**src/hdl/cache_pkg.sv**
```systemverilog
////////////////////////////////////////////////////////////
// Shared types and constants for the read-only cache.
// Addresses are byte addresses of 16 bits, and data is one
// 16-bit word. A line is 8 words, so 16 bytes. Bit 0 of an
// address is ignored. The line count is set in the top level.
////////////////////////////////////////////////////////////
package cache_pkg;

  localparam int ADDR_BITS = 16;                    // Width of a byte address.
  localparam int WORD_BITS = 16;                    // Width of one data word.

  typedef logic [ADDR_BITS-1:0] addr_t;             // Byte address on the load and memory side.
  typedef logic [WORD_BITS-1:0] word_t;             // One data word.

  localparam int WORDS_PER_LINE = 8;                // Words per line, and the fill length.
  localparam int OFFSET_BITS    = 4;                // Byte offset bits within one line.
  localparam int WORD_SEL_BITS  = 3;                // Word select bits, address bits 3..1.
  localparam int MEM_STEP       = 2;                // Byte step between two fill words.

  // Bytes covered by one line, as an address offset.
  localparam addr_t LINE_BYTES = addr_t'(WORDS_PER_LINE * MEM_STEP);

  ////////////////////////////////////////////////////////////
  // Index width for a given number of lines.
  ////////////////////////////////////////////////////////////
  function automatic int line_index_bits(input int num_lines);
    int bits;                                       // Result, at least one bit.
    bits = $clog2(num_lines);                       // Power of two line counts are expected.
    if (bits < 1) begin
      bits = 1;                                     // A single line still needs an index bit.
    end
    return bits;
  endfunction

endpackage

```
**src/hdl/fill_if.sv**
```systemverilog
////////////////////////////////////////////////////////////
// Fill write bus from the miss FSM to both arrays.
// Data writes pulse once per returned word; the tag write
// pulses once, after the last word of the line.
////////////////////////////////////////////////////////////
`timescale 1ns/1ps

interface fill_if;
  import cache_pkg::*;

  logic  write_data_array;                          // One pulse per word returned by memory.
  logic  write_tag_array;                           // One pulse when the whole line is in.
  addr_t fill_address;                              // Current memory address of the fill.
  word_t fill_data;                                 // Word to be stored in the data array.

  // Driving side, the fill controller.
  modport fsm (output write_data_array, output write_tag_array,
               output fill_address, output fill_data);

  // Tag side only needs the tag strobe and the address.
  modport lookup (input write_tag_array, input fill_address);

  // Data side takes every word.
  modport store (input write_data_array, input fill_address, input fill_data);

endinterface

```
**src/hdl/cache_top.sv**
```systemverilog
////////////////////////////////////////////////////////////
// Read-only direct-mapped cache, top level.
// Hits return one cycle after rd_en. Misses raise stall
// until the line is filled. Hold rd_en low during stall.
// NUM_LINES must be a power of two.
////////////////////////////////////////////////////////////
`timescale 1ns/1ps

module cache_top #(
  parameter int NUM_LINES = 8                       // Number of cache lines.
) (
  input  logic             clk,                     // Clock.
  input  logic             rst,                     // Synchronous reset, active high.
  input  logic             rd_en,                   // Load strobe.
  input  cache_pkg::addr_t rd_address,              // Load byte address.
  output logic             rd_valid,                // Load result valid.
  output cache_pkg::word_t rd_data,                 // Load result word.
  output logic             rd_hit,                  // Load hit on first lookup.
  output logic             stall,                   // Hold off new loads.
  output cache_pkg::addr_t memory_address,          // Address to memory.
  input  cache_pkg::word_t memory_data,             // Word from memory.
  input  logic             memory_data_valid        // Memory word valid.
);

  fill_if fill_bus ();                              // Fill writes to both arrays.

  logic             miss_detected;                  // Lookup starts a fill.
  cache_pkg::addr_t miss_address;                   // Address that missed.
  cache_pkg::addr_t req_address;                    // Pending load address.
  logic             hit;                            // Pending load hits.
  logic             fsm_busy;                       // Fill in progress.

  tag_lookup #(.NUM_LINES(NUM_LINES)) lookup_i (
    .clk           (clk),
    .rst           (rst),
    .rd_en         (rd_en),
    .rd_address    (rd_address),
    .fsm_busy      (fsm_busy),
    .fill          (fill_bus.lookup),
    .miss_detected (miss_detected),
    .miss_address  (miss_address),
    .req_address   (req_address),
    .hit           (hit),
    .rd_valid      (rd_valid),
    .rd_hit        (rd_hit),
    .stall         (stall)
  );

  miss_fill_fsm fsm_i (
    .clk               (clk),
    .rst               (rst),
    .miss_detected     (miss_detected),
    .miss_address      (miss_address),
    .memory_data       (memory_data),
    .memory_data_valid (memory_data_valid),
    .fsm_busy          (fsm_busy),
    .memory_address    (memory_address),
    .fill              (fill_bus.fsm)
  );

  data_store #(.NUM_LINES(NUM_LINES)) store_i (
    .clk         (clk),
    .fill        (fill_bus.store),
    .req_address (req_address),
    .hit         (hit),
    .rd_data     (rd_data)
  );

endmodule

```
**src/hdl/data_store.sv**
```systemverilog
////////////////////////////////////////////////////////////
// Data array of NUM_LINES lines of 8 words each.
// Written word by word during a fill and read without a
// clock edge. rd_data is zero unless the lookup hits.
////////////////////////////////////////////////////////////
`timescale 1ns/1ps

module data_store #(
  parameter int NUM_LINES = 8                       // Number of cache lines.
) (
  input  logic             clk,                     // Clock.
  fill_if.store            fill,                    // Fill word writes.
  input  cache_pkg::addr_t req_address,             // Pending load address.
  input  logic             hit,                     // Pending load hits this cycle.
  output cache_pkg::word_t rd_data                  // Load result word.
);
  import cache_pkg::*;

  localparam int IDX_BITS = line_index_bits(NUM_LINES);  // Line index width.
  localparam int PTR_BITS = IDX_BITS + WORD_SEL_BITS;    // Word pointer width.
  localparam int DEPTH    = NUM_LINES * WORDS_PER_LINE;  // Total words held.

  word_t               data_mem [DEPTH];            // The word array.
  logic [PTR_BITS-1:0] wr_ptr;                      // Word written by the fill.
  logic [PTR_BITS-1:0] rd_ptr;                      // Word read for the load.

  ////////////////////////////////////////////////////////////
  // Word pointers
  ////////////////////////////////////////////////////////////
  // Index bits and word select bits side by side give the flat pointer.
  assign wr_ptr = {fill.fill_address[OFFSET_BITS +: IDX_BITS],
                   fill.fill_address[1 +: WORD_SEL_BITS]};
  assign rd_ptr = {req_address[OFFSET_BITS +: IDX_BITS],
                   req_address[1 +: WORD_SEL_BITS]}; // Odd byte addresses map to their word.

  ////////////////////////////////////////////////////////////
  // Write and read
  ////////////////////////////////////////////////////////////
  always_ff @(posedge clk) begin
    if (fill.write_data_array) begin
      data_mem[wr_ptr] <= fill.fill_data;           // One word per memory pulse.
    end
  end

  // Hit data goes out in the same cycle as rd_valid.
  assign rd_data = hit ? data_mem[rd_ptr] : '0;

endmodule

```
**src/hdl/miss_fill_fsm.sv**
```systemverilog
////////////////////////////////////////////////////////////
// Line fill controller for cache misses.
// Memory gets only an address and answers with valid pulses.
// Any gap between pulses is allowed, and the FSM waits for
// as long as it takes. One miss is handled at a time.
////////////////////////////////////////////////////////////
`timescale 1ns/1ps

module miss_fill_fsm (
  input  logic             clk,                     // Clock.
  input  logic             rst,                     // Synchronous reset, active high.
  input  logic             miss_detected,           // Miss from the tag lookup.
  input  cache_pkg::addr_t miss_address,            // Address that missed.
  input  cache_pkg::word_t memory_data,             // Word returned by memory.
  input  logic             memory_data_valid,       // Memory word is valid this cycle.
  output logic             fsm_busy,                // Fill in progress.
  output cache_pkg::addr_t memory_address,          // Address presented to memory.
  fill_if.fsm              fill                     // Writes into the tag and data arrays.
);
  import cache_pkg::*;

  typedef enum logic {IDLE, WAIT} state_t;          // Idle, or waiting on memory words.

  state_t     state;                                // Current state.
  state_t     nxt_state;                            // Next state.
  logic       clr_count;                            // Start a new fill.
  logic       incr_cnt;                             // One more word has arrived.
  logic [3:0] word_count;                           // Words written so far.
  logic       chunks_filled;                        // All words of the line are in.
  logic       error;                                // FSM left its legal states.

  ////////////////////////////////////////////////////////////
  // Word counter and memory address
  ////////////////////////////////////////////////////////////
  always_ff @(posedge clk) begin
    if (rst) begin
      word_count <= 4'h0;                           // Nothing filled after reset.
    end else if (clr_count) begin
      word_count <= 4'h0;                           // Fresh count for a new miss.
    end else if (incr_cnt) begin
      word_count <= word_count + 4'h1;
    end
  end

  always_ff @(posedge clk) begin
    if (rst) begin
      memory_address <= '0;
    end else if (clr_count) begin
      // Start at the first word of the line.
      memory_address <= {miss_address[ADDR_BITS-1:OFFSET_BITS], OFFSET_BITS'(0)};
    end else if (incr_cnt) begin
      memory_address <= memory_address + addr_t'(MEM_STEP); // Next word of the line.
    end
  end

  assign chunks_filled = (word_count == 4'(WORDS_PER_LINE)); // Count ends at eight.

  ////////////////////////////////////////////////////////////
  // State register and transitions
  ////////////////////////////////////////////////////////////
  always_ff @(posedge clk) begin
    if (rst) begin
      state <= IDLE;
    end else begin
      state <= nxt_state;
    end
  end

  always_comb begin
    nxt_state             = state;                  // Hold by default.
    clr_count             = 1'b0;
    incr_cnt              = 1'b0;
    fsm_busy              = 1'b0;
    fill.write_data_array = 1'b0;
    fill.write_tag_array  = 1'b0;
    fill.fill_data        = '0;                     // Quiet bus when nothing is written.
    error                 = 1'b0;

    case (state)
      IDLE: begin
        if (miss_detected) begin
          clr_count = 1'b1;                         // Capture the line address.
          nxt_state = WAIT;
        end
      end

      WAIT: begin
        if (chunks_filled) begin
          fill.write_tag_array = 1'b1;              // Line complete, publish the tag.
          nxt_state            = IDLE;              // Busy drops in this last cycle.
        end else begin
          fsm_busy = 1'b1;
          if (memory_data_valid) begin
            incr_cnt              = 1'b1;
            fill.write_data_array = 1'b1;           // Store the word in the same cycle.
            fill.fill_data        = memory_data;
          end
        end
      end

      default: begin
        nxt_state = IDLE;                           // Recover to idle.
        error     = 1'b1;
      end
    endcase
  end

  assign fill.fill_address = memory_address;        // Arrays use the live fill address.

  // Self checks
  a_no_error: assert property (@(posedge clk) disable iff (rst) !error)
    else $error("Fill FSM reached an illegal state.");

  // A data write lands in the word slot that the word count has reached.
  a_write_in_wait: assert property (@(posedge clk) disable iff (rst)
    fill.write_data_array |-> (state == WAIT) &&
      (memory_address[OFFSET_BITS-1:1] == word_count[WORD_SEL_BITS-1:0]))
    else $error("Data array written outside a fill or at the wrong word.");

endmodule

```
**src/hdl/tag_lookup.sv**
```systemverilog
////////////////////////////////////////////////////////////
// Load request register with tag and valid arrays.
// A hit is seen one cycle after rd_en. A miss holds the
// request and stalls until the fill has written the tag.
// rd_en must stay low while stall is high.
////////////////////////////////////////////////////////////
`timescale 1ns/1ps

module tag_lookup #(
  parameter int NUM_LINES = 8                       // Number of cache lines.
) (
  input  logic             clk,                     // Clock.
  input  logic             rst,                     // Synchronous reset, active high.
  input  logic             rd_en,                   // Load strobe from the processor.
  input  cache_pkg::addr_t rd_address,              // Load byte address.
  input  logic             fsm_busy,                // Fill in progress.
  fill_if.lookup           fill,                    // Tag writes from the fill controller.
  output logic             miss_detected,           // One cycle per pending miss.
  output cache_pkg::addr_t miss_address,            // Address that missed.
  output cache_pkg::addr_t req_address,             // Pending address for the data array.
  output logic             hit,                     // Pending request hits this cycle.
  output logic             rd_valid,                // Load result is valid.
  output logic             rd_hit,                  // Load hit on its first lookup.
  output logic             stall                    // Processor must hold off.
);
  import cache_pkg::*;

  localparam int IDX_BITS = line_index_bits(NUM_LINES);         // Line index width.
  localparam int TAG_BITS = ADDR_BITS - OFFSET_BITS - IDX_BITS; // Stored tag width.

  addr_t                pend_addr;                  // Registered request address.
  logic                 pend_valid;                 // A request is waiting for its result.
  logic                 first_miss;                 // The request missed at first lookup.
  logic [NUM_LINES-1:0] line_valid;                 // One valid bit per line.
  logic [TAG_BITS-1:0]  tag_mem [NUM_LINES];        // Tag array.
  logic [IDX_BITS-1:0]  rd_idx;                     // Index of the pending request.
  logic [TAG_BITS-1:0]  rd_tag;                     // Tag of the pending request.
  addr_t                line_base;                  // First address of the filled line.
  logic [IDX_BITS-1:0]  wr_idx;                     // Index written by the fill.
  logic [TAG_BITS-1:0]  wr_tag;                     // Tag written by the fill.

  ////////////////////////////////////////////////////////////
  // Lookup
  ////////////////////////////////////////////////////////////
  assign rd_idx = pend_addr[OFFSET_BITS +: IDX_BITS];    // Index bits sit above the offset.
  assign rd_tag = pend_addr[ADDR_BITS-1 -: TAG_BITS];    // Tag is the rest of the address.

  assign hit      = pend_valid && line_valid[rd_idx] && (tag_mem[rd_idx] == rd_tag);
  assign stall    = pend_valid && !hit;                  // Held until the line is resident.
  assign rd_valid = hit;                                 // A result always comes from a hit.
  assign rd_hit   = hit && !first_miss;                  // A refilled load reports its miss.

  // The tag strobe cycle still misses, so it must not start a second fill.
  assign miss_detected = stall && !fsm_busy && !fill.write_tag_array;

  assign miss_address = pend_addr;                       // The FSM aligns it to the line.
  assign req_address  = pend_addr;                       // Same address reads the data array.

  ////////////////////////////////////////////////////////////
  // Pending request
  ////////////////////////////////////////////////////////////
  always_ff @(posedge clk) begin
    if (rst) begin
      pend_valid <= 1'b0;                                // No request after reset.
      first_miss <= 1'b0;
    end else if (rd_en) begin
      pend_valid <= 1'b1;                                // New request replaces a delivered one.
      first_miss <= 1'b0;
    end else if (rd_valid) begin
      pend_valid <= 1'b0;                                // Result delivered, nothing pending.
    end else if (stall) begin
      first_miss <= 1'b1;                                // Remember the miss until delivery.
    end
  end

  always_ff @(posedge clk) begin
    if (rd_en) begin
      pend_addr <= rd_address;                           // Payload only, no reset.
    end
  end

  ////////////////////////////////////////////////////////////
  // Tag update
  ////////////////////////////////////////////////////////////
  // The fill address has already stepped past the last word of the line.
  assign line_base = fill.fill_address - LINE_BYTES;
  assign wr_idx    = line_base[OFFSET_BITS +: IDX_BITS];
  assign wr_tag    = line_base[ADDR_BITS-1 -: TAG_BITS];

  always_ff @(posedge clk) begin
    if (rst) begin
      line_valid <= '0;                                  // Cache starts empty.
    end else if (fill.write_tag_array) begin
      line_valid[wr_idx] <= 1'b1;                        // Line becomes usable next cycle.
    end
  end

  always_ff @(posedge clk) begin
    if (fill.write_tag_array) begin
      tag_mem[wr_idx] <= wr_tag;
    end
  end

  // The processor side must respect the stall level.
  a_no_req_in_stall: assert property (@(posedge clk) disable iff (rst) stall |-> !rd_en)
    else $error("rd_en raised while stall is high.");

endmodule

```
**config.mk**
```make
export PLATFORM = sky130hd
export DESIGN_NAME = cache_top
export DESIGN_NICKNAME = d
export VERILOG_FILES = /design/src/hdl/cache_pkg.sv /design/src/hdl/fill_if.sv /design/src/hdl/cache_top.sv /design/src/hdl/data_store.sv /design/src/hdl/miss_fill_fsm.sv /design/src/hdl/tag_lookup.sv
export SDC_FILE = /design/constraint.sdc
export NUM_CORES = 1
export LEC_CHECK = 0
export BUFFER_PORTS_ARGS = -buffer_cell sky130_fd_sc_hd__buf_2
export CORE_UTILIZATION = 65
export CTS_CLUSTER_DIAMETER = 60
export CTS_CLUSTER_SIZE = 10
export DETAILED_ROUTE_END_ITERATION = 10
export PLACE_DENSITY = 0.8
export RECOVER_POWER = 50
export SLEW_MARGIN = 20
export SYNTH_ARGS = -nofsm -noshare
export SYNTH_HDL_FRONTEND = slang
export SYNTH_SLANG_ARGS = --single-unit
```
**constraint.sdc**
```tcl
create_clock -name clk -period 8.6 [get_ports clk]
set_input_delay 1.72 -clock clk [delete_from_list [all_inputs] [get_ports clk]]
set_output_delay 1.72 -clock clk [all_outputs]
set_load 0.01 [all_outputs]
```
# == Yosys cells after proc, flatten, opt, wreduce, memory -nomap -nowiden ==
# Memories as Yosys holds them, arrays and structs flattened. A register that Yosys moved wholly into a read port is not among the register bits.
# Cells that the tools add are included.
# classes
addsub,3
mul,0
n_div,0
n_lt_le_gt_ge,3
n_eq_ne,2
shift,0
mux,28
bitwise_logic,3
n_reduce_logical,16
# ops
operator,count
16-bit 2-to-1 mux,6
1-bit 2-to-1 mux,17
16-bit by 2-bit adder with 16-bit output (second input constant),1
16-bit by 5-bit subtractor with 16-bit output (second input constant),1
9-bit == test,1
3-bit by 4-bit < comparator with 1-bit output (second input constant),2
8-bit OR,1
1-bit logical AND,7
6-bit 2-to-1 mux,1
4-bit by 1-bit adder with 4-bit output (second input constant),1
4-bit == test (second input constant),1
1-bit zero test,4
2-bit nonzero test,2
2-bit OR reduction,2
1-bit binary-select mux with 3-bit select,1
1-bit demux with 3-bit select,1
3-bit by 1-bit greater-or-equal comparator with 1-bit output (second input constant),1
3-bit 2-to-1 mux,1
1-bit inverter,2
1-bit case mux with 2 select lines,1
2-bit AND reduction,1
# word_totals
regBits,47
latchBits,0
ram_bits,1096
rom_bits,0
wordCells,65
mem_count,2
# mem_list
name,depth,width,read_ports,rd_ports_with_merged_regs,wr,line,text
store_i.data_mem,64,16,1,1,1,data_store.sv:23,word_t data_mem [DEPTH];
lookup_i.tag_mem,8,9,1,1,1,tag_lookup.sv:35,logic [TAG_BITS-1:0] tag_mem [NUM_LINES];

# == Depth between registers and ports, before layout ==
# logic_depth
ltp_word,11
depth_mapped,10
ltp_nobuf,8

# == Modules after synthesis ==
# A second synthesis with hierarchy kept.
# hier_totals
cells_unflattened,2204
hier_area_um2,45030.7
# by_module_without_submodules
mod,instances,cells_per_inst,area_each_um2
data_store,1,1782,39486.6
tag_lookup,1,245,4184.0
miss_fill_fsm,1,177,1360.1

# == Least setup slack after synthesis ==
# OpenSTA, ideal clock, no wires.
# synth_path
path_type,input -> register
start,in memory_data_valid
end,mem store_i.data_mem[0][0] (netlist bit) (enable)
setup_ns,0.430
arrival_time_ns,4.048
required_ns,8.170
path_slack_ns,4.122
stages,5
n_path_buf,2
cell_sequence,and3_1 clkbuf_1 clkbuf_1 nand3_1 nor4_1
# synth_via
elab_chain_cells,5
# synth_rtl
element,line,text
start: declaration,cache_top.sv:22,input logic memory_data_valid
1-bit 2-to-1 mux,miss_fill_fsm.sv:93,if (memory_data_valid) begin
1-bit 2-to-1 mux,miss_fill_fsm.sv:88,if (chunks_filled) begin
1-bit 2-to-1 mux,miss_fill_fsm.sv:79,case (state)
1-bit 2-to-1 mux,data_store.sv:40,if (fill.write_data_array) begin
1-bit 2-to-1 mux (not written as such),data_store.sv:41,data_mem[wr_ptr] <= fill.fill_data;
end: declaration,data_store.sv:23,
# Every way passes these cells.

==> impl_metrics.env <==
export IMPL_grt_max_degree=108
export IMPL_cts_made_buffers=133
export IMPL_vdd_drop_max_uv=246
export IMPL_clock_sinks=1147
export IMPL_finalMaxSlewViolations=1041
export IMPL_vias=22000
export IMPL_ys_ff_latch=1147
export IMPL_slew_headroom=-1.46
export IMPL_fin_ws_ns=1.95
export IMPL_drc_errors=0
export IMPL_reg2reg_to="store_i.data_mem[43][12]$_DFFE_PP_"
export IMPL_violations="capacitance limit, slew limit"
export IMPL_io_buffers=68
export IMPL_synth_main_ff_cell="edfxtp_1"
export IMPL_root_buffer="clkbuf_16"
export IMPL_reg2reg_depth=6
export IMPL_critical_path_class="reg -> out"
export IMPL_postLayoutCoreUtil=0.737
export IMPL_crit_required_ns=6.88
export IMPL_seq_area_frac_synth=0.767
export IMPL_routed_wl_mm=111
export IMPL_cp_slowest_cell="dfxtp_4"
export IMPL_wl_per_cell_um=37.1
export IMPL_path_max_fanout=40
export IMPL_syn2layout_area_growth_pct=11.8
export IMPL_min_period_ns=6.65
export IMPL_cts_max_level=4
export IMPL_p_leak_nw=16.3
export IMPL_clock_skew_final_ns=0.0268
export IMPL_ant_nets=0
export IMPL_status="complete, but fails checks"
export IMPL_arrival_ns=4.93
export IMPL_postCtsSetupRepairBufs=0
export IMPL_grt_use_total=0.330
export IMPL_fillers=3329
export IMPL_synth_top_area_share=0.751
export IMPL_core_area_mm2=0.0674
export IMPL_cpPeakStageDelay_ns=0.97
export IMPL_max_freq_mhz=150
export IMPL_io_pins=71
export IMPL_setup_viol=0
export IMPL_async_flop_share=0
export IMPL_yosys_top_cells_area="edfxtp_1 (75%), mux4_2 (18%), dfxtp_1 (1.6%), nor2_1 (0.91%), xor2_1 (0.51%)"
export IMPL_hp_start="lookup_i.line_valid[5]$_SDFFE_PP0P_"
export IMPL_die_area_mm2=0.0694
export IMPL_core_rowCount=95
export IMPL_rsz0062_at_grt="false"
export IMPL_yosys_area_top_type="edfxtp_1"
export IMPL_clkTransAtPathRegs_ns=0.06
export IMPL_hpwl_mm=56.0
export IMPL_hold_viol=0
export IMPL_crit_path_cell_trace="buf_4 > mux2i_1 > xor2_1 > nand4_1 > or3_2 > nor2b_1 > buf_2"
export IMPL_synth_area_mm2=0.0444
export IMPL_netlist_cell_type_count=37
export IMPL_drv_cap=16
export IMPL_hold_end="lookup_i.line_valid[5]$_SDFFE_PP0P_"
export IMPL_period_share=0.773
export IMPL_synth_edf_count=1111
export IMPL_synth_fp_nets=1962
export IMPL_yosysMostFrequentCell="edfxtp_1"
export IMPL_worst_setup_path_end_kind="primary output"
export IMPL_p_total_mw=12.0
export IMPL_hold_buffers=0
export IMPL_hold_depth=2
export IMPL_drtPass1Iterations=6
export IMPL_netlist_top_cells_count="edfxtp_1 (1111), mux4_2 (356), nor2_1 (108), clkbuf_1 (60), dfxtp_1 (36)"
export IMPL_post_cts_resized=0
export IMPL_grt_pass1_wl_mm=158
export IMPL_gp_congestion=0.919
export IMPL_r2r_slack_ns=3.07
export IMPL_cts_tree="built"
export IMPL_worstReg2RegStart="fsm_i.word_count[0]$_SDFFE_PP0P_"
export IMPL_cp_num_buf_inv=2
export IMPL_syn_avg_cell_area_um2=23.1
export IMPL_drive_above_1_share=0.317
export IMPL_finalSetupTns_ns=0
export IMPL_start_util=0.659
export IMPL_die_x_um=263
export IMPL_yosysWarnings=0
export IMPL_critPathLaunchType="flop"
export IMPL_vias_per_cell=7.36
export IMPL_power_density_mw_per_mm2=241
export IMPL_grt_pass1_vias=22800
export IMPL_grt_overflow=0
export IMPL_cts_buffer_depth=3
export IMPL_max_slew_worst_pin_slew_ns=3.69
export IMPL_fin_nets=2132
export IMPL_post_place_ws_ns=2.62
export IMPL_drt_initial_drc_count=2989
export IMPL_die_y_um=263
export IMPL_critPathTopFamily="simple AND/OR/NAND/NOR gates"
export IMPL_clkLatencyLatePin_ns=0.73
export IMPL_hold_path_class="reg -> reg"
export IMPL_synthCells=1921
export IMPL_antenna_found_initial=6
[tightest hold or removal path: cells and delay by family (launching register included)]
kind / cells / cell delay [ns]
AND/OR/NAND/NOR: 2 / 0.12
flip-flops: 1 / 0.32
[layer usage]
| metal | track usage | vias up | share of wire |
|---|---|---|---|
| met2 | 0.543 | 1745 | 0.51 |
| met3 | 0.0772 | 386 | 0.11 |
| met5 | 0 | - | 0.00045 |
| met1 | 0.422 | 11500 | 0.33 |
| li1 | - | 8364 | - |
| met4 | 0.159 | 6 | 0.053 |
[final cells by class]
class	instances	area (µm²)	share of cell area
antenna	2	5.00	0.000101
multi-input combinational	659	9870	0.199
inverter	7	26.3	0.000529
timing repair buffer	143	926	0.0186
tap	873	1090	0.0220
clock inverter	12	156	0.00315
clock buffer	149	3470	0.0700
sequential	1147	34100	0.687
[placed cells by master, fill, tap and decap left out, types with 6 or more instances in the layout]
cell type  instances
nand2_1           25
a211oi_2          10
mux2i_1           11
nor2b_1           17
mux4_2           356
inv_1              6
nor2_1           104
clkbuf_16        137
clkbuf_1          23
xor2_1            26
dfxtp_1           30
and2_0            16
nor3_1            11
inv_6              7
edfxtp_1        1111
buf_2             64
mux2_2             6
nand3_1           19
buf_4             63
xnor2_1            8
[worst max path at each step]
stage / start / end / slack [ns] / cells after the start
finish: flop / rd_data[7] / 1.95 / 7
global route: flop / rd_data[7] / 1.65 / 7
CTS: flop / rd_data[7] / 1.77 / 7
detailed placement: flop / rd_data[7] / 2.62 / 7
global placement: flop / rd_data[11] / 2.69 / 7
floorplan: memory_data_valid / store_i.data_mem[0][0]$_DFFE_PP_ / 4.12 / 5
[power by group]
| part | switching [mW] | total [mW] | internal, mW |
|---|---|---|---|
| registers | 0.0702 | 6.22 | 6.15 |
| clock network | 2.09 | 4.96 | 2.86 |
| logic | 0.420 | 0.774 | 0.354 |
| total | 2.58 | 12.0 | 9.37 |
[logic make-up (layout without fill, tap and decap cells)]
group           Yosys count  after routing  share of synthesized area
flops                  1147           1147                      0.767
mux                     374            374                      0.185
simple gates            226            226                     0.0237
buf+inv                 115            311                     0.0116
xor+xnor                 34             34                    0.00671
compound gates           19             19                    0.00431
fa+ha+maj                 5              5                    0.00141
other cells               1              3                  0.0000844
[through the flow]
stage / hold WS [ns] / instances / area, µm²
4_1_cts: 0.465 / 2989 / 49700
3_3_place_gp: 0.444 / 2828 / 46000
6_report: 0.470 / 2992 / 49600
5_1_grt: 0.473 / 2990 / 49600
2_1_floorplan: 0.435 / 1921 / 44400
3_5_place_dp: 0.453 / 2828 / 46000
[flip-flops by register name, indices dropped and copies added, names as in the netlist, named ones only]
signal,flops
lookup_i.line_valid,8
lookup_i.tag_mem,72
store_i.data_mem,1024
lookup_i.first_miss,1
lookup_i.pend_valid,1
lookup_i.miss_address,15
fsm_i.word_count,4
fsm_i.fill.fill_address,15
fsm_i.state,1
(Power assumes the default switching activity.)
